==> src/bp_params.svh <==
/* branch predictor sizes
   PC, BTB geometry, fetch credits and reset vector shared by the front end */
`ifndef BP_PARAMS_SVH
`define BP_PARAMS_SVH

// address width, bits 1:0 always zero
`define BP_PC_WIDTH 64

// direct mapped BTB geometry
`define BP_BTB_ENTRIES 64
`define BP_BTB_INDEX_W 6

// tag is everything above the index and the word offset
`define BP_TAG_W (`BP_PC_WIDTH - `BP_BTB_INDEX_W - 2)

// decode queue depth, one credit per slot
`define BP_FETCH_CREDITS 4
`define BP_CREDIT_W 3

// two instructions per fetch packet
`define BP_FETCH_BYTES 8

`define BP_RESET_PC 64'h1000

`endif

==> src/bp_pkg.sv <==
/* branch predictor types
   addresses, BTB fields, retire updates, fetch packets and register commands */
`include "bp_params.svh"

package bp_pkg;

	typedef logic [`BP_PC_WIDTH-1:0] pc_t;
	typedef logic [`BP_BTB_INDEX_W-1:0] btb_index_t; // pc[7:2]
	typedef logic [`BP_TAG_W-1:0] btb_tag_t; // pc[63:8]
	typedef logic [`BP_CREDIT_W-1:0] credit_t; // 0..4

	// one retired jump from the ROB
	typedef struct packed {
		logic valid;
		pc_t pc; // branch address
		pc_t target; // resolved target
	} retire_upd_t;

	// packet to the decode queue
	typedef struct packed {
		pc_t pc;
		logic two_wide; // both slots valid
		logic pred_taken;
		pc_t pred_target; // next fetch address
	} fetch_pkt_t;

	// register port command
	typedef struct packed {
		logic write;
		logic addr;
		logic [31:0] wdata;
	} cfg_cmd_t;

	localparam logic CFG_CTRL = 1'b0; // bit 0 enable, bit 1 flush
	localparam logic CFG_TAKEN_CNT = 1'b1; // read only

endpackage

==> src/bp_cfg_regs.sv <==
/* predictor register block
   enable bit, self-clearing flush and a taken-prediction counter */
module bp_cfg_regs import bp_pkg::*; (
	input logic clock,
	input logic reset,
	input cfg_cmd_t cfg,
	output logic [31:0] cfg_rdata,
	input logic taken_event,
	output logic pred_enable,
	output logic flush
);

	logic enable_q;
	logic flush_q;
	logic [31:0] taken_cnt_q;
	logic ctrl_wr;

	assign ctrl_wr = cfg.write && (cfg.addr == CFG_CTRL);

	always_ff @(posedge clock) begin
		if (reset) begin
			enable_q <= 1'b1; // predict from the start
			flush_q <= 1'b0;
		end else begin
			if (ctrl_wr)
				enable_q <= cfg.wdata[0];
			flush_q <= ctrl_wr && cfg.wdata[1]; // one cycle pulse
		end
	end

	// wraps at 2^32
	always_ff @(posedge clock) begin
		if (reset)
			taken_cnt_q <= '0;
		else if (taken_event)
			taken_cnt_q <= taken_cnt_q + 32'd1;
	end

	// flush is write only and reads as zero
	always_comb begin
		if (cfg.addr == CFG_TAKEN_CNT)
			cfg_rdata = taken_cnt_q;
		else
			cfg_rdata = {31'd0, enable_q};
	end

	assign pred_enable = enable_q;
	assign flush = flush_q;

endmodule

==> config.mk <==
export PLATFORM = sky130hd
export DESIGN_NAME = bp_cfg_regs
export DESIGN_NICKNAME = d
export VERILOG_FILES = /design/src/bp_pkg.sv /design/src/bp_cfg_regs.sv
export VERILOG_INCLUDE_DIRS = /design/src
export SDC_FILE = /design/constraint.sdc
export NUM_CORES = 1
export LEC_CHECK = 0
export BUFFER_PORTS_ARGS = -buffer_cell sky130_fd_sc_hd__buf_2
export CAP_MARGIN = 20
export CORE_MARGIN = 3
export CORE_UTILIZATION = 35
export CTS_CLUSTER_DIAMETER = 30
export DETAILED_ROUTE_END_ITERATION = 12
export PLACE_DENSITY_LB_ADDON = 0.12
export SETUP_SLACK_MARGIN = 0.1
export SYNTH_ARGS = -nofsm -noshare
export SYNTH_HDL_FRONTEND = slang
export SYNTH_SLANG_ARGS = --single-unit
==> constraint.sdc <==
create_clock -name clock -period 2.21 [get_ports clock]
set_input_delay 0.3315 -clock clock [delete_from_list [all_inputs] [get_ports clock]]
set_output_delay 0.3315 -clock clock [all_outputs]
set_load 0.01 [all_outputs]
# Yosys cells after proc, flatten, opt, wreduce, memory -nomap -nowiden
# Cells that the tools add are included.
[op_classes]
add_sub_neg = 1
mux = 1
n_bitwise = 1
reduce_logical = 2
[ops]
columns = ["cell", "n"]
rows = [
  ["32-bit by 1-bit adder with 32-bit output, second input constant", 1],
  ["32-bit 2-to-1 mux", 1],
  ["1-bit logical AND", 2],
  ["1-bit NOT", 1],
]
[totals]
ff_bits = 34
inputBits = 37
out_inout_bits = 34
wordCells = 8

# Logic depth before layout (Yosys ltp)
[logic_depth]
ltp_word = 3
depth_mapped = 6
mapped_depth_nobuf = 5

# Least setup slack after synthesis
# Ideal clock, no wire load.
[synth_path]
path_kind = "register to register"
from = "register taken_cnt_q[4]"
to = "register taken_cnt_q[27]"
arrival_ns = 1.779
slack_ns = 0.360
stages_incl_launch_ff = 7
path_buffers = 2
period_less_slack_ns = 1.850
path_cell_list = "dfxtp_1 buf_2 nand2_1 or4b_4 buf_6 or4_1 a21oi_1"
[synth_between]
elab_chain_len = 1
[synth_lines]
columns = ["element", "line", "text"]
rows = [
  ["start: declaration", "bp_cfg_regs.sv:15", "logic [31:0] taken_cnt_q;"],
  ["start signal: assignment", "bp_cfg_regs.sv:36", "taken_cnt_q <= taken_cnt_q + 32'd1;"],
  ["32-bit by 1-bit adder with 32-bit output", "bp_cfg_regs.sv:36", ""],
]
# No other way between the ends.
# A chain may end at the register's enable or synchronous reset.

# Worst setup path in the final report
[layout_path]
from = "register taken_cnt_q[3]"
to = "register taken_cnt_q[31]"
# Same word-level chain as after synthesis.

==> results.json <==
{
  "placed_cell_area_um2": 2080,
  "synth_nets": 252,
  "crit_fanout": 12,
  "critPathArrivalTime_ns": 2.11,
  "grt_pass1_vias": 1537,
  "cts_tree": "yes",
  "cts-root-buf": "clkbuf_8",
  "design_area_um2": 2190,
  "antennaDiodeCount": 0,
  "rows": 25,
  "drc": 0,
  "period_share_pct": 85.9,
  "vdd_drop_max_uv": 313,
  "crit_slowest_cell": "or4b_4",
  "cp_top_family": "simple AND/OR/NAND/NOR gates",
  "use_met1_pct": 18.8,
  "path_cells": "nand2_1 -> or4b_4 -> or4_1 -> a21oi_1",
  "synth_common_cells": "34 x dfxtp_1, 33 x and2_1, 18 x a21oi_1, 14 x nor2_1",
  "final-hold-violation-count": 0,
  "synth.largest_area_cell": "dfxtp_1",
  "synth_area_leaders": "dfxtp_1 38%, and2_1 11%, o31ai_1 5.4%",
  "gp_congestion": 0.714,
  "portBuffers": 40,
  "totalPowerFinal_w": 0.00122,
  "antenna_found_initial": 0,
  "cts_made_buffers": 5,
  "finalCriticalPeriod_ns": 1.90,
  "ios": 71,
  "required_ns": 2.42,
  "die_area_um2": 6050,
  "async_reset_ff_share_pct": 0,
  "status": "completed",
  "worstSkewPairLatency_ns": 0.28,
  "syn_area_per_cell_um2": 8.42,
  "cts_setup_buffers": 0,
  "nets": 292,
  "crit_buf_inv": 0,
  "worst_slew_pin_slew_ns": 0.625,
  "max-cap-violations": 0,
  "fmax_ghz": 0.527,
  "synthCells": 214,
  "place_hpwl_um": 2770,
  "drt-wirelength-per-cell_um": 12.6,
  "drt_iter0_drc": 46,
  "vias": 1636,
  "yosysSeqAreaShare_pct": 37.8,
  "synth-edff-count": 0,
  "grt_max_degree": 35,
  "synth.distinct_cells": 31,
  "die_h_um": 77.8,
  "vias_per_cell": 5.08,
  "p_leak_nw": 0.867,
  "firstDrtPassIters": 4,
  "grt-ovfl-total": 0,
  "start_kind": "flop",
  "clock_skew_ns": 0.00891,
  "endpoint_kind": "flop",
  "power.density_nw_per_um2": 558,
  "cts_buffer_depth": 2,
  "initial_core_util_pct": 37.2,
  "synth-warning-count": 0,
  "grt_pass1_wl_um": 7250,
  "drt_wl_total_um": 4050,
  "cts_max_level": 2,
  "die_x_um": 77.8,
  "setup_viol": 0,
  "layout-drive-gt1-share_pct": 23.1,
  "fin_setup_tns_ns": 0,
  "busiest_layer": "met2",
  "grt_use_met2_pct": 23.6,
  "clk_pin_slew_ns": 0.07,
  "relSlewSlack_pct": 58.3,
  "synth-main-ff-cell": "dfxtp_1",
  "hp-class": "primary input to flop",
  "met3_usage_pct": 3.36,
  "cts.sinks": 34,
  "coreArea_um2": 4850,
  "drv_slew": 0,
  "areaGrowthSynthToFinish_pct": 21.6,
  "drtAntennaViolNets": 0,
  "crit_type": "flop to flop",
  "globalRouteTotalUtil_pct": 14.7,
  "yosysMostFrequentCell": "dfxtp_1",
  "cpPeakStageDelay_ns": 0.65,
  "synth.top_cell.area_share_pct": 37.8,
  "rsz0062_at_grt": "false",
  "synth_seq_cells": 34,
  "syn_area_um2": 1800
}
-- cells in the final DEF, fill, tap and decap left out, types with 4 or more instances in the layout --
cell,n
nand4_1,8
buf_2,40
dfxtp_1,34
clkbuf_8,5
and2_1,33
and4_1,4
o21ai_0,5
nor2_1,14
nand3_1,7
xor2_1,7
or4_1,13
a21oi_1,18
xnor2_1,6
buf_4,7
or3_1,5
o31ai_1,13
nand2_1,11
and3_1,4
-- sequential cells by signal (all words and copies together) (netlist names) --
name         count
flush            1
taken_cnt_q     32
pred_enable      1
-- report_power, final --
| part | switching (W) | leakage, nW | internal [W] |
|---|---|---|---|
| combinational | 0.0000285 | 0.540 | 0.0000176 |
| sequential | 0.00000671 | 0.274 | 0.000618 |
| clock | 0.000215 | 0.0524 | 0.000337 |
-- metrics by stage --
step                hold WS (ns)  setup slack, ns  util (%)  std cells
floorplan                  0.447            0.360         -        214
global placement           0.461            0.266      42.8        314
detailed placement         0.475            0.241      42.8        314
CTS                        0.265            0.214      45.0        322
global route               0.293            0.199      45.2        322
finish                     0.275            0.312      45.2        322
-- cell families (layout without fill, tap and decap cells) --
logic type / after synthesis / count (layout) / share of synthesized area [%]
AOI/OAI and AO/OA: 36 / 36 / 11.8
xor gates and xnor gates: 13 / 13 / 6.32
adders and majority gates: 1 / 1 / 0.694
buffers and inverters: 16 / 57 / 3.89
DFF: 34 / 34 / 37.8
muxes: 3 / 3 / 1.74
and+or+nand+nor: 111 / 111 / 37.8
-- worst reg2reg max path, cell delays in order, from the launching register on --
cell and delay, ns:
dfxtp_1 0.38, nand2_1 0.17, or4b_4 0.65, or4_1 0.49
a21oi_1 0.15
-- layout make-up --
class / count / area, µm²
Multi-Input combinational cell: 164 / 1060
Fill cell: 488 / 2660
Timing Repair Buffer: 47 / 253
Inverter: 2 / 7.51
Clock buffer: 7 / 76.3
Clock inverter: 1 / 30.0
Sequential cell: 34 / 681
Tap cell: 67 / 83.8
-- path summary, 6_finish.rpt --
kind / to / start / cells after the start / slack [ns]
worst min register to register: taken_cnt_q[31] / taken_cnt_q[31] / 2 / 0.49
worst max-delay path: taken_cnt_q[31] / taken_cnt_q[3] / 4 / 0.31
worst min-delay path: pred_enable / cfg[0] / 3 / 0.28
worst max register to register: taken_cnt_q[31] / taken_cnt_q[3] / 4 / 0.31
-- timing repair --
| item | 4_1_cts | 5_1_grt |
|---|---|---|
| setup endpoints to repair | 0 | 1 |
| resized for setup | 0 | 1 |
| hold buffers | 0 | 0 |
-- routing by layer --
metal | up-vias | share of wire [%]
li1 | 847 | -
met1 | 752 | 47
met2 | 30 | 47
met3 | 7 | 4.0
met4 | 0 | 1.5
met5 | - | 0
Note: power is estimated with default switching activity, not from simulation.
