**src/bp_params.svh**
```systemverilog
/* branch predictor sizes
   PC, BTB geometry, fetch credits and reset vector shared by the front end */
`ifndef BP_PARAMS_SVH
`define BP_PARAMS_SVH

// address width, bits 1:0 always zero
`define BP_PC_WIDTH 64

// direct mapped BTB geometry
`define BP_BTB_ENTRIES 64
`define BP_BTB_INDEX_W 6

// tag is everything above the index and the word offset
`define BP_TAG_W (`BP_PC_WIDTH - `BP_BTB_INDEX_W - 2)

// decode queue depth, one credit per slot
`define BP_FETCH_CREDITS 4
`define BP_CREDIT_W 3

// two instructions per fetch packet
`define BP_FETCH_BYTES 8

`define BP_RESET_PC 64'h1000

`endif

```
**src/bp_pkg.sv**
```systemverilog
/* branch predictor types
   addresses, BTB fields, retire updates, fetch packets and register commands */
`include "bp_params.svh"

package bp_pkg;

	typedef logic [`BP_PC_WIDTH-1:0] pc_t;
	typedef logic [`BP_BTB_INDEX_W-1:0] btb_index_t; // pc[7:2]
	typedef logic [`BP_TAG_W-1:0] btb_tag_t; // pc[63:8]
	typedef logic [`BP_CREDIT_W-1:0] credit_t; // 0..4

	// one retired jump from the ROB
	typedef struct packed {
		logic valid;
		pc_t pc; // branch address
		pc_t target; // resolved target
	} retire_upd_t;

	// packet to the decode queue
	typedef struct packed {
		pc_t pc;
		logic two_wide; // both slots valid
		logic pred_taken;
		pc_t pred_target; // next fetch address
	} fetch_pkt_t;

	// register port command
	typedef struct packed {
		logic write;
		logic addr;
		logic [31:0] wdata;
	} cfg_cmd_t;

	localparam logic CFG_CTRL = 1'b0; // bit 0 enable, bit 1 flush
	localparam logic CFG_TAKEN_CNT = 1'b1; // read only

endpackage

```
**src/fetch_pc_gen.sv**
```systemverilog
/* fetch pc generator
   picks the next fetch address and sends credit-limited packets to decode */
`include "bp_params.svh"

module fetch_pc_gen import bp_pkg::*; (
	input logic clock,
	input logic reset,
	input logic pred_enable,
	input logic hit0,
	input logic hit1,
	input pc_t target0,
	input pc_t target1,
	input logic redirect_valid,
	input pc_t redirect_pc,
	input logic credit_return,
	output pc_t lookup_pc,
	output logic fetch_valid,
	output fetch_pkt_t fetch_pkt
);

	pc_t pc_q, pc_d;
	credit_t credit_q, credit_d;
	logic running_q; // low while in reset, blocks sends
	logic send;

	assign lookup_pc = pc_q;

	// a redirect cycle never sends, the old pc is dead
	assign send = running_q && (credit_q != '0) && !redirect_valid;
	assign fetch_valid = send;

	// packet build, slot 0 hit cuts the pair short
	always_comb begin
		fetch_pkt.pc = pc_q;
		if (pred_enable && hit0) begin
			fetch_pkt.two_wide = 1'b0;
			fetch_pkt.pred_taken = 1'b1;
			fetch_pkt.pred_target = target0;
		end else if (pred_enable && hit1) begin
			fetch_pkt.two_wide = 1'b1; // slot 1 is the branch
			fetch_pkt.pred_taken = 1'b1;
			fetch_pkt.pred_target = target1;
		end else begin
			fetch_pkt.two_wide = 1'b1;
			fetch_pkt.pred_taken = 1'b0;
			fetch_pkt.pred_target = pc_q + pc_t'(`BP_FETCH_BYTES); // fall through
		end
	end

	// next pc, redirect first
	always_comb begin
		if (redirect_valid)
			pc_d = redirect_pc;
		else if (send)
			pc_d = fetch_pkt.pred_target;
		else
			pc_d = pc_q; // stalled on credits
	end

	// send and return together cancel out
	always_comb begin
		credit_d = credit_q;
		if (send && !credit_return)
			credit_d = credit_q - credit_t'(1);
		else if (!send && credit_return)
			credit_d = credit_q + credit_t'(1);
	end

	always_ff @(posedge clock) begin
		if (reset) begin
			pc_q <= `BP_RESET_PC;
			credit_q <= credit_t'(`BP_FETCH_CREDITS);
			running_q <= 1'b0;
		end else begin
			pc_q <= pc_d;
			credit_q <= credit_d;
			running_q <= 1'b1;
		end
	end

	// decode queue must not return more credits than it was given
	a_credit_max: assert property (@(posedge clock) disable iff (reset)
		credit_q <= credit_t'(`BP_FETCH_CREDITS));

	// zero credits and no return keep the next cycle silent
	a_no_send_empty: assert property (@(posedge clock) disable iff (reset)
		credit_q == '0 && !credit_return |=> !fetch_valid);

endmodule

```
**config.mk**
```make
export PLATFORM = sky130hd
export DESIGN_NAME = fetch_pc_gen
export DESIGN_NICKNAME = d
export VERILOG_FILES = /design/src/bp_pkg.sv /design/src/fetch_pc_gen.sv
export VERILOG_INCLUDE_DIRS = /design/src
export SDC_FILE = /design/constraint.sdc
export NUM_CORES = 1
export LEC_CHECK = 0
export ABC_CLOCK_PERIOD_IN_PS = 5600
export BUFFER_PORTS_ARGS = -buffer_cell sky130_fd_sc_hd__buf_2
export CORE_AREA = 4 4 153 155
export CTS_BUF_LIST = sky130_fd_sc_hd__clkbuf_8
export DETAILED_ROUTE_END_ITERATION = 6
export DIE_AREA = 0 0 157 159
export PLACE_DENSITY_LB_ADDON = 0.05
export SETUP_SLACK_MARGIN = 0.02
export SLEW_MARGIN = 20
export SYNTH_ARGS = -nofsm -noshare
export SYNTH_HDL_FRONTEND = slang
export SYNTH_SLANG_ARGS = --single-unit
```
**constraint.sdc**
```tcl
create_clock -name clock -period 5.6 [get_ports clock]
set_input_delay 0.28 -clock clock [delete_from_list [all_inputs] [get_ports clock]]
set_output_delay 0.28 -clock clock [all_outputs]
set_load 0.005 [all_outputs]
```
Yosys cells after proc, flatten, opt, wreduce, memory -nomap -nowiden
Index checks and enable logic that the tools add are counted.
{"block": "op_classes", "mux": 7, "n_div": 0, "mul": 0, "eq_ne": 0, "n_bitwise": 0, "add_sub_neg": 3, "n_lt_le_gt_ge": 0, "shifts": 0, "reduce_logical": 12}
{"cell": "$mux W64", "count": 2}
{"cell": "$mux W66", "count": 1}
{"cell": "$mux W65", "count": 1}
{"cell": "$add A64 B4 Y64 const B", "count": 1}
{"cell": "$logic_and A1 B1 Y1", "count": 6}
{"cell": "$mux W3", "count": 2}
{"cell": "$reduce_bool A2 Y1", "count": 2}
{"cell": "$add A3 B1 Y3 const B", "count": 1}
{"cell": "$logic_not A1 Y1", "count": 3}
{"cell": "$reduce_bool A3 Y1", "count": 1}
{"cell": "$sub A3 B1 Y3 const B", "count": 1}
{"cell": "$mux W1", "count": 1}
{"block": "totals", "n_memories": 0, "wordCells": 25, "reg_bits": 68, "ram_bits": 0, "mem_bits_ro": 0, "latchBits": 0, "input_bits": 199}

Logic depth before layout (Yosys ltp)
Gate-level depths: netlist of the first run.
{"block": "depth", "depth_word": 7, "ltp_mapped": 10}

Worst setup path after synthesis of the first run
Ideal clock, no wire load.
{"block": "synth_timing", "path_kind": "flip-flop to output port", "from": "reg pc_q[3], in the netlist lookup_pc[3]", "to": "out fetch_pkt[51] (netlist bit)", "t_arrival_ps": 2928, "setup_slack_ps": 2392, "stages_incl_launch_ff": 10, "required_time_ps": 5320, "cell_sequence": "dfxtp_1 -> ha_1 -> nand3_2 -> or4_1 -> buf_2 -> or4_4 -> buf_6 -> or4_1 -> xor2_1 -> a31oi_1"}
{"element": "start: declaration", "line_no": "fetch_pc_gen.sv:21", "text": "pc_t pc_q, pc_d;"}
{"element": "start signal: assignment", "line_no": "fetch_pc_gen.sv:71", "text": "pc_q <= `BP_RESET_PC;"}
{"element": "start signal: assignment", "line_no": "fetch_pc_gen.sv:75", "text": "pc_q <= pc_d;"}
{"element": "end: declaration", "line_no": "fetch_pc_gen.sv:18", "text": "output fetch_pkt_t fetch_pkt"}

==> impl_metrics.json, run 1 <==
{
  "synth_area_um2": 6770,
  "finalSetupViolations": 0,
  "die_h_um": 159,
  "cp-start-kind": "flop",
  "drc": 0,
  "final_area_um2": 8670,
  "reg2reg_depth": 6,
  "die-area_um2": 25000,
  "max_freq_mhz": 245,
  "routed_via_density": 5.67,
  "clock_latency_ps": 370,
  "grt_overflow": 0,
  "syn_inst": 976,
  "cp_slowest_stage_delay_ps": 1130,
  "rsz0062_at_grt": "false",
  "port-buffer-count": 393,
  "place_congestion": 0.866,
  "p_total_mw": 1.72,
  "timing.critical_path.mode_cell": "and4_1",
  "cp_slowest_cell": "nor4_2",
  "avgRoutedWirePerCell_um": 23.4,
  "die_w_um": 157,
  "grt_max_degree": 58,
  "crit_cells": 7,
  "seq_area_frac_synth": 0.201,
  "pin_count": 394,
  "r2r-start": "lookup_pc[11]$_SDFFE_PP0P_",
  "grt_pass1_wl_mm": 52.3,
  "hold_class": "input port to flop",
  "max-clock-path-buffers": 2,
  "cp-startpoint": "lookup_pc[11]$_SDFFE_PP0P_",
  "cp_top_family": "simple AND/OR/NAND/NOR gates",
  "synthSimpleGateAreaFrac": 0.304,
  "cts_resized": 0,
  "period_share": 0.730,
  "ant_nets": 0,
  "grtUsageMet1": 0.351,
  "num_antenna_cells": 0,
  "cts_buffers": 9,
  "synth_top_area_cell": "dfxtp_1",
  "max_slew_margin": 0.276,
  "totalWireLength_mm": 36.0,
  "busiest_layer": "met2",
  "power_density_nw_per_um2": 199,
  "critPathBufInv": 1,
  "ys_top_cells_by_area": "dfxtp_1 (20%), buf_4 (7.1%), nand2_1 (7.1%)",
  "leakage_nw": 4.02,
  "use_met2": 0.455,
  "layout-drive-gt1-share": 0.358,
  "clkTransAtPathRegs_ps": 90,
  "vias": 8701,
  "cp-endpoint": "fetch_pkt[48]",
  "antenna_found_initial": 2,
  "clockRootBuffer": "clkbuf_8",
  "synth_fa_ha_area_frac": 0.00665,
  "synth_top_family_by_area": "simple AND/OR/NAND/NOR gates",
  "worst_pin_slew_ps": 1080,
  "ys_seq_elements": 68,
  "worstPathArrival_ps": 3810,
  "use_met3": 0.0587,
  "ir_worst_vdd_v": 0.0000845,
  "syn_nets": 1178,
  "slew_violations": 0,
  "nets": 1452,
  "cp_max_fo": 20,
  "htreeDepth": 3,
  "synth_warnings": 0,
  "coreArea_um2": 21800,
  "fin_crit_ps": 4090,
  "syn_area_per_cell_um2": 6.94,
  "cts.sinks": 68,
  "path_class": "flop to output port",
  "rrSetupSlack_ps": 2080,
  "fillCellCount": 2438,
  "drt_iter0_markers": 557,
  "firstDrtPassIters": 5,
  "ys.flop_type": "dfxtp_1",
  "worstPathRequired_ps": 5320,
  "cp_cell_sequence": "and4_1, nand4_1, nor4_2, and4_1, xnor2_1, a21oi_1, buf_2",
  "cts_tree": "done",
  "cts_hold_buf": 0,
  "timing.rr.end": "lookup_pc[48]$_SDFFE_PP0P_",
  "tns_ps": 0,
  "place_area_um2": 8430,
  "synthDistinctLibCells": 72,
  "synth-async-reset-ratio": 0,
  "drv_cap": 0,
  "synth_compound_area_frac": 0.276,
  "synth_xor_area_frac": 0.0517,
  "synth_top_area_share": 0.201,
  "status": "finished clean",
  "post-cts-setup-buffer-count": 0,
  "worstSetupEndpointType": "output port",
  "clock_skew_ps": 13.6,
  "rows": 54,
  "initial_core_util": 0.310,
  "synth_mux_area_frac": 0.0285,
  "synth_edf_count": 0,
  "grt_usage": 0.272,
  "area_delta_synth_final_pct": 28.0,
  "grt_pass1_vias": 8318,
  "finalHoldViolations": 0,
  "dp_hpwl_mm": 26.9
}
per-layer routing:
metal / up-vias / part of all wire
met4: 2 / 0.023
met1: 4134 / 0.42
met2: 408 / 0.47
li1: 4113 / -
met3: 44 / 0.082
met5: - / 0.00036
cell usage after synthesis (all sizes together), types with 20 or more instances:
master  instances
o22ai          25
nand2         128
inv            26
a31oi          20
nand4          25
buf            78
dfxtp          68
nor4           20
nand3          37
o21ai          62
clkbuf         67
a21oi          51
nor2           58
and3           22
nor3           24
and4           21
xnor2          23
placed cells by master (no fill, tap or decap), drive strengths merged, types with 20 or more instances in the layout:
| master | netlist | layout |
|---|---|---|
| nand4 | 25 | 25 |
| o21ai | 62 | 62 |
| xnor2 | 23 | 23 |
| o22ai | 25 | 25 |
| nand2 | 128 | 128 |
| nor2 | 58 | 58 |
| a21oi | 51 | 51 |
| inv | 26 | 26 |
| and3 | 22 | 22 |
| and4 | 21 | 21 |
| dfxtp | 68 | 68 |
| a31oi | 20 | 20 |
| nor4 | 20 | 20 |
| nor3 | 24 | 24 |
| nand3 | 37 | 37 |
| buf | 78 | 408 |
registers in the layout, indices dropped and copies added (netlist names):
| signal | flops |
|---|---|
| lookup_pc | 64 |
| credit_q | 3 |
| running_q | 1 |
worst min path at each step:
stage / startpoint / endpoint / cells past startpoint
after floorplan: redirect_pc[50] / lookup_pc[50]$_SDFFE_PP0P_ / 2
after global placement: redirect_pc[44] / lookup_pc[44]$_SDFFE_PP0P_ / 3
after detailed placement: redirect_pc[44] / lookup_pc[44]$_SDFFE_PP0P_ / 3
after CTS: redirect_pc[44] / lookup_pc[44]$_SDFFE_PP0P_ / 3
after global routing: redirect_pc[12] / lookup_pc[12]$_SDFFE_PP1P_ / 2
final: redirect_pc[44] / lookup_pc[44]$_SDFFE_PP0P_ / 3
power by group:
part	internal (mW)	total, mW	switching (mW)
clock	0.295	0.524	0.229
sequential	0.524	0.619	0.0949
combinational	0.258	0.580	0.322
total	1.08	1.72	0.645
worst register-to-register path, cell delays in order (launching register included):
cell	delay, ps
dfxtp_1	560
and4_1	330
nand4_1	650
nor4_2	1130
and4_1	390
mux2i_1	210
o2111a_1	180
kinds of logic after synthesis:
kind of cell,count (synthesis)
simple gates,395
compound gates,280
buf+inv,171
flops,68
xor+xnor,40
mux,19
fa+ha+maj,3
layout make-up:
| class | instances | area (um^2) | share of cell area |
|---|---|---|---|
| multi-input combinational | 737 | 4540 | 0.524 |
| timing repair buffer | 408 | 2080 | 0.240 |
| sequential | 68 | 1360 | 0.157 |
| tap | 280 | 350 | 0.0404 |
| clock buffer | 9 | 124 | 0.0143 |
| clock inverter | 7 | 116 | 0.0134 |
| inverter | 26 | 97.6 | 0.0113 |
metrics by stage:
step           utilization  std cells  setup slack (ps)  hold slack, ps
3_5_place_dp         0.386       1519              2000             482
3_3_place_gp         0.386       1519              2030             482
5_1_grt              0.397       1535              1280             104
6_report             0.397       1535              1510             110
2_1_floorplan            -        976              2390             387
4_1_cts              0.397       1535              1560            84.8
Note: power is estimated with default switching activity, not from simulation.
==> run 2, diff against run 1 <==
ABC_AREA = 1   (was default)
ABC_CLOCK_PERIOD_IN_PS = 3650   (was 5600)
CORE_AREA = 4 4 151 153   (was 4 4 153 155)
DIE_AREA = 0 0 155 157   (was 0 0 157 159)
clock period = 3.65 ns   (was 5.6 ns; I/O delays follow)
==> run 2 against run 1 <==
Effect of this change:
- non-clock buffer count is 3 lower
- final area is 3.9% higher
- die area is 2.5% lower
- critical path depth is 3 higher
- highest routed layer unchanged
- sequential cell count stayed put
- combinational power is 38% higher
- register-to-register slack worse by 750 ps
- core utilization is 2.1 points higher
- power is 40% higher
==> impl_metrics.json, run 2 <==
{
  "status": "finished clean",
  "die_h_um": 157,
  "worstPathRequired_ps": 3470,
  "mostFrequentLayoutCell": "nand2_1",
  "synth_edf_count": 0,
  "max_slew_margin": 0.345,
  "fin_cells": 1890,
  "area_delta_synth_final_pct": 27.6,
  "max_freq_mhz": 353,
  "finalHoldViolations": 0,
  "cts_hold_buf": 0,
  "syn_inst": 1303,
  "slew_violations": 0,
  "fin_crit_ps": 2830,
  "die-area_um2": 24300,
  "cts.sinks": 68,
  "dp_hpwl_mm": 28.7,
  "clkTransAtPathRegs_ps": 90,
  "synth.most_common_cell": "nand2_1",
  "cts_resized": 0,
  "drc": 0,
  "worstSetupEndpointType": "output port",
  "worst_pin_slew_ps": 982,
  "cp_slowest_cell": "dfxtp_1",
  "vias": 9227,
  "rsz0062_at_grt": "false",
  "p_int_mw": 1.48,
  "initial_core_util": 0.327,
  "placedCellCount": 1871,
  "layout-drive-gt1-share": 0.292,
  "ys.flop_type": "dfxtp_1",
  "cp_slowest_stage_delay_ps": 460,
  "ir_worst_vdd_v": 0.000145,
  "synth_top_area_cell": "nand2_1",
  "antenna_found_initial": 3,
  "final_area_um2": 9000,
  "ys_top_cells_by_area": "nand2_1 (26%), dfxtp_1 (19%), nor2_1 (7.7%)",
  "cts_buffers": 9,
  "tns_ps": 0,
  "hold_class": "input port to flop",
  "switching_share": 0.389,
  "clockRootBuffer": "clkbuf_8",
  "grt_max_degree": 65,
  "pin_count": 394,
  "leakage_nw": 4.63,
  "clock_skew_ps": 16.7,
  "clock_latency_ps": 380,
  "die_w_um": 155,
  "syn_area_per_cell_um2": 5.41,
  "ys_seq_elements": 68,
  "synthDistinctLibCells": 41,
  "totalWireLength_mm": 35.7,
  "drv_cap": 0,
  "critPathBufInv": 1,
  "mostFrequentLayoutCells": "nand2_1 (486), buf_2 (393), nor2_1 (144)",
  "power_switching_mw": 0.939,
  "synth_top_area_share": 0.260,
  "nets": 1804,
  "netlist_top_cells_count": "nand2_1 (488), nor2_1 (145), inv_1 (123)",
  "ant_nets": 0,
  "cp_max_fo": 6,
  "synth-async-reset-ratio": 0,
  "power_density_nw_per_um2": 268,
  "largest_reg_flops": 64,
  "place_congestion": 0.925,
  "finalSetupViolations": 0,
  "cp_top_family": "simple AND/OR/NAND/NOR gates",
  "fin_hold_ws_ps": 24.1,
  "grt_pass1_vias": 8640,
  "place_area_um2": 8790,
  "grt_usage": 0.280,
  "pwr-share-seq": 0.376,
  "cp-start-kind": "flop",
  "timing.critical_path.mode_cell": "nor2_4",
  "seq_area_frac_synth": 0.193,
  "routed_via_density": 4.88,
  "synth_area_um2": 7060,
  "port-buffer-count": 393,
  "worstPathArrival_ps": 2650,
  "avgRoutedWirePerCell_um": 18.9,
  "rows": 54,
  "cp_cell_sequence": "ha_1, nand2_1, nor2_4, nand3_2, nor2_4, a21oi_1, o21ai_0, nand3_1, and2_1, buf_2",
  "drt_iter0_markers": 600,
  "grt_pass1_wl_mm": 52.5,
  "path_class": "flop to output port",
  "synth_warnings": 0,
  "p_clk_frac": 0.291,
  "coreArea_um2": 21600,
  "grt_overflow": 0,
  "p_comb_frac": 0.332,
  "htreeDepth": 3,
  "post-cts-setup-buffer-count": 0,
  "period_share": 0.776,
  "syn_nets": 1505,
  "firstDrtPassIters": 5,
  "cts_tree": "done",
  "max-clock-path-buffers": 2
}
[run 2: changes by cell type after synthesis, sizes merged, moves of 17 or more]
cell    change
mux2i      -17
o21ai      +49
and3       -22
nand2     +370
xnor2      -20
nor3       -19
o22ai      -25
inv        +99
nor2      +107
nor4       -20
clkbuf     -27
and4       -21
a311oi     -17
nand3      +36
[run 2: power by group through the flow]
stage          logic, mW  registers [mW]  clock network, mW
2_1_floorplan      0.452           0.884                  0
3_3_place_gp       0.811           0.924                  0
3_5_place_dp       0.809           0.925                  0
4_1_cts            0.813           0.908              0.717
5_1_grt            0.900           0.919              0.752
6_report           0.803           0.908              0.704
[run 2: tightest hold or removal path, delay by kind of cell]
kind / cells / cell delay [ps]
buffers and inverters: 1 / 70
AO/OA/AOI/OAI: 1 / 50
AND/OR/NAND/NOR: 1 / 70
[run 2: layout make-up]
| class | instances | area [um^2] |
|---|---|---|
| diodes | 3 | 7.51 |
| clock buffers | 10 | 138 |
| clock inverters | 6 | 72.6 |
| fillers | 2546 | 12500 |
| inverters | 125 | 469 |
| multi-input cells | 993 | 4550 |
| flip-flops and latches | 68 | 1360 |
| well taps | 280 | 350 |
| repair buffers | 405 | 2060 |
[run 2: cell families after synthesis]
| group | Yosys count | synth area share |
|---|---|---|
| simple gates | 762 | 0.453 |
| buf+inv | 242 | 0.164 |
| compound gates | 210 | 0.161 |
| flops | 68 | 0.193 |
| xor+xnor | 18 | 0.0223 |
| fa+ha+maj | 3 | 0.00638 |
[run 2: per-stage QoR]
step	util	setup WS [ps]	total power, mW
final	0.418	817	2.41
after global routing	0.418	640	2.57
after CTS	0.417	804	2.44
after detailed placement	0.408	1030	1.73
after global placement	0.408	1080	1.73
after floorplan	-	1600	1.34
[run 2: metal layers]
layer / GRT usage / part of all wire / vias up / wire length [um]
li1: - / - / 4652 / -
met1: 0.380 / 0.45 / 4157 / 15900
met2: 0.471 / 0.46 / 386 / 16500
met3: 0.0473 / 0.073 / 30 / 2610
met4: 0.0585 / 0.016 / 2 / 580
met5: 0 / 0.00020 / - / 7
[run 2: path summary, 6_finish.rpt]
check                                               start                    endpoint  slack (ps)  cells past startpoint
worst min register to register   credit_q[2]$_SDFFE_PP1P_    credit_q[2]$_SDFFE_PP1P_         490                      1
worst max register to register  lookup_pc[4]$_SDFFE_PP0P_  lookup_pc[53]$_SDFFE_PP0P_        1330                     13
worst min-delay path                      redirect_pc[12]  lookup_pc[12]$_SDFFE_PP1P_          20                      3
worst max-delay path            lookup_pc[4]$_SDFFE_PP0P_               fetch_pkt[21]         820                     10
==> run 3, diff against run 2 <==
ABC_AREA = 0   (was 1)
ABC_CLOCK_PERIOD_IN_PS = 2500   (was 3650)
CORE_AREA = 4 4 153 155   (was 4 4 151 153)
DIE_AREA = 0 0 157 159   (was 0 0 155 157)
clock period = 2.5 ns   (was 3.65 ns; I/O delays follow)
==> run 3 against run 2 <==
Effect of this change:
- the flow now finishes with violations (negative setup slack)
- power increased by 58%
- combinational power increased by 110%
- sequential share of layout area decreased by 2.4 points
- cell count decreased by 9.3%
- via count increased by 1.1%
- sequential power increased by 41%
- core utilization increased by 8.5 points
- worst hold slack got worse by 11 ps
- wire length increased by 5.9%
- non-clock buffer count increased by 180
- sequential cell count unchanged
- first-iteration DRC count increased by 2.3%
- critical path type unchanged
- largest cell class unchanged
==> impl_metrics.json, run 3 (synthesized netlist as in run 1, its figures left out) <==
{
  "p_clk_frac": 0.220,
  "pin_count": 394,
  "power_density_nw_per_um2": 347,
  "clockRootBuffer": "clkbuf_8",
  "ant_nets": 0,
  "dp_hpwl_mm": 28.0,
  "cp-start-kind": "flop",
  "antenna_found_initial": 2,
  "drv_cap": 0,
  "finalHoldViolations": 0,
  "cp-startpoint": "lookup_pc[8]$_SDFFE_PP0P_",
  "reg2reg_depth": 11,
  "finalSetupViolations": 40,
  "max-clock-path-buffers": 2,
  "place_congestion": 0.866,
  "drt_iter0_markers": 614,
  "mostFrequentLayoutCells": "buf_2 (386), buf_4 (134), nand2_1 (126)",
  "hold_start": "redirect_pc[33]",
  "timing.critical_path.mode_cell": "or4_4",
  "max_freq_mhz": 329,
  "worstSetupEndpointType": "output port",
  "grt_usage": 0.285,
  "r2r-start": "lookup_pc[8]$_SDFFE_PP0P_",
  "die_w_um": 157,
  "place_area_um2": 9420,
  "layout-drive-gt1-share": 0.496,
  "leakage_nw": 5.38,
  "cp_cell_sequence": "nand3_2, or4_4, or4_4, or4_4, xor2_1, a31oi_1, buf_2",
  "p_total_mw": 3.81,
  "worst_pin_slew_ps": 1120,
  "switching_share": 0.392,
  "violations": "negative setup slack",
  "mostFrequentLayoutCell": "buf_2",
  "power_switching_mw": 1.50,
  "regArea_um2": 1390,
  "timing.rr.end": "lookup_pc[51]$_SDFFE_PP0P_",
  "period_share": 1.22,
  "cp_max_fo": 2,
  "grt_pass1_vias": 9003,
  "final_area_um2": 11000,
  "cts.sinks": 68,
  "cts_buffers": 9,
  "path_class": "flop to output port",
  "vias": 9324,
  "pwr-share-seq": 0.336,
  "clkTransAtPathRegs_ps": 80,
  "area_delta_synth_final_pct": 62.2,
  "grt_max_degree": 66,
  "fin_crit_ps": 3040,
  "rows": 54,
  "ir_worst_vdd_v": 0.000217,
  "cp-endpoint": "fetch_pkt[51]",
  "die_h_um": 159,
  "slew_violations": 0,
  "largest_reg_flops": 64,
  "cts_tree": "done",
  "p_int_mw": 2.32,
  "max_slew_margin": 0.249,
  "hold_class": "input port to flop",
  "worstPathArrival_ps": 2920,
  "htreeDepth": 3,
  "clock_skew_ps": 18.8,
  "totalWireLength_mm": 37.8,
  "fillCellCount": 2299,
  "multi_input_area_um2": 5230,
  "avgRoutedWirePerCell_um": 22.0,
  "port-buffer-count": 393,
  "coreArea_um2": 21800,
  "die-area_um2": 25000,
  "fin_hold_ws_ps": 13.1,
  "worst_slack_ps": -540,
  "firstDrtPassIters": 5,
  "routed_via_density": 5.44,
  "rrSetupSlack_ps": -440,
  "grt_pass1_wl_mm": 55.1,
  "drc": 0,
  "worstPathRequired_ps": 2380,
  "grt_overflow": 0,
  "cp_slowest_stage_delay_ps": 590,
  "clock_latency_ps": 380,
  "status": "finished with violations",
  "initial_core_util": 0.310,
  "nets": 1629,
  "rsz0062_at_grt": "true",
  "cp_slowest_cell": "or4_4",
  "p_comb_frac": 0.444
}
## run 3: cell count changes in the layout (fill, tap and decap cells not counted), sizes merged, moves of 19 or more
cell	delta
and3	+22
buf	+158
nand2	-370
dlygate4sd3	+22
nand3	-36
o22ai	+25
xnor2	+20
nor2	-107
o21ai	-49
and4	+21
inv	-99
nor4	+20
nor3	+19
## run 3: power by group through the flow
stage	Clock [mW]	Sequential [mW]	Combinational (mW)
finish	0.839	1.28	1.69
global placement	0	1.29	1.55
CTS	0.867	1.28	1.62
global route	0.899	1.30	1.83
detailed placement	0	1.30	1.55
floorplan	0	1.33	0.758
## run 3: critical path, delay by kind of cell, from the launching register on
family	cells	cell delay [ps]
and+or+nand+nor	4	1670
DFF	1	350
xor gates and xnor gates	1	170
buffers and inverters	1	150
AOI/OAI and AO/OA	1	210
## run 3: area by class of cell
cell class	count	share of cell area
Clock buffer	9	0.0113
Inverter	26	0.00923
Timing Repair Buffer	585	0.340
Multi-Input combinational cell	737	0.476
Clock inverter	7	0.00342
Tap cell	280	0.0319
Sequential cell	68	0.127
Antenna cell	3	0.000684
## run 3: per-stage QoR
step	setup slack [ps]	setup TNS, ps	util	cells
global placement	-217	-2170	0.432	1629
global route	-597	-14100	0.503	1714
floorplan	-276	-976	-	976
CTS	-613	-10550	0.483	1700
detailed placement	-211	-2590	0.432	1629
finish	-540	-9590	0.503	1715
## run 3: repair_timing
item / 4_1_cts / 5_1_grt
pin swaps: 43 / 47
endpoints found under the setup margin: 63 / 65
cloned: 1 / 0
hold endpoints to repair: 22 / 0
buffers inserted: 48 / 21
gates resized for setup: 110 / 86
hold buffers: 22 / 0
## run 3: worst min path at each step
stage | endpoint | slack, ps | cells after the start
4_1_cts | lookup_pc[48]$_SDFFE_PP0P_ | 0.9 | 2
3_5_place_dp | lookup_pc[45]$_SDFFE_PP0P_ | 350 | 2
6_report | lookup_pc[33]$_SDFFE_PP0P_ | 10 | 3
2_1_floorplan | lookup_pc[50]$_SDFFE_PP0P_ | 230 | 2
5_1_grt | lookup_pc[39]$_SDFFE_PP0P_ | 10 | 3
3_3_place_gp | lookup_pc[45]$_SDFFE_PP0P_ | 340 | 2
## run 3: per-layer routing
layer / track usage / vias up / wire length [um]
li1: - / 4467 / -
met1: 0.400 / 4424 / 17100
met2: 0.466 / 409 / 17500
met3: 0.0405 / 24 / 2760
met4: 0.0572 / 0 / 430
met5: 0 / - / 0
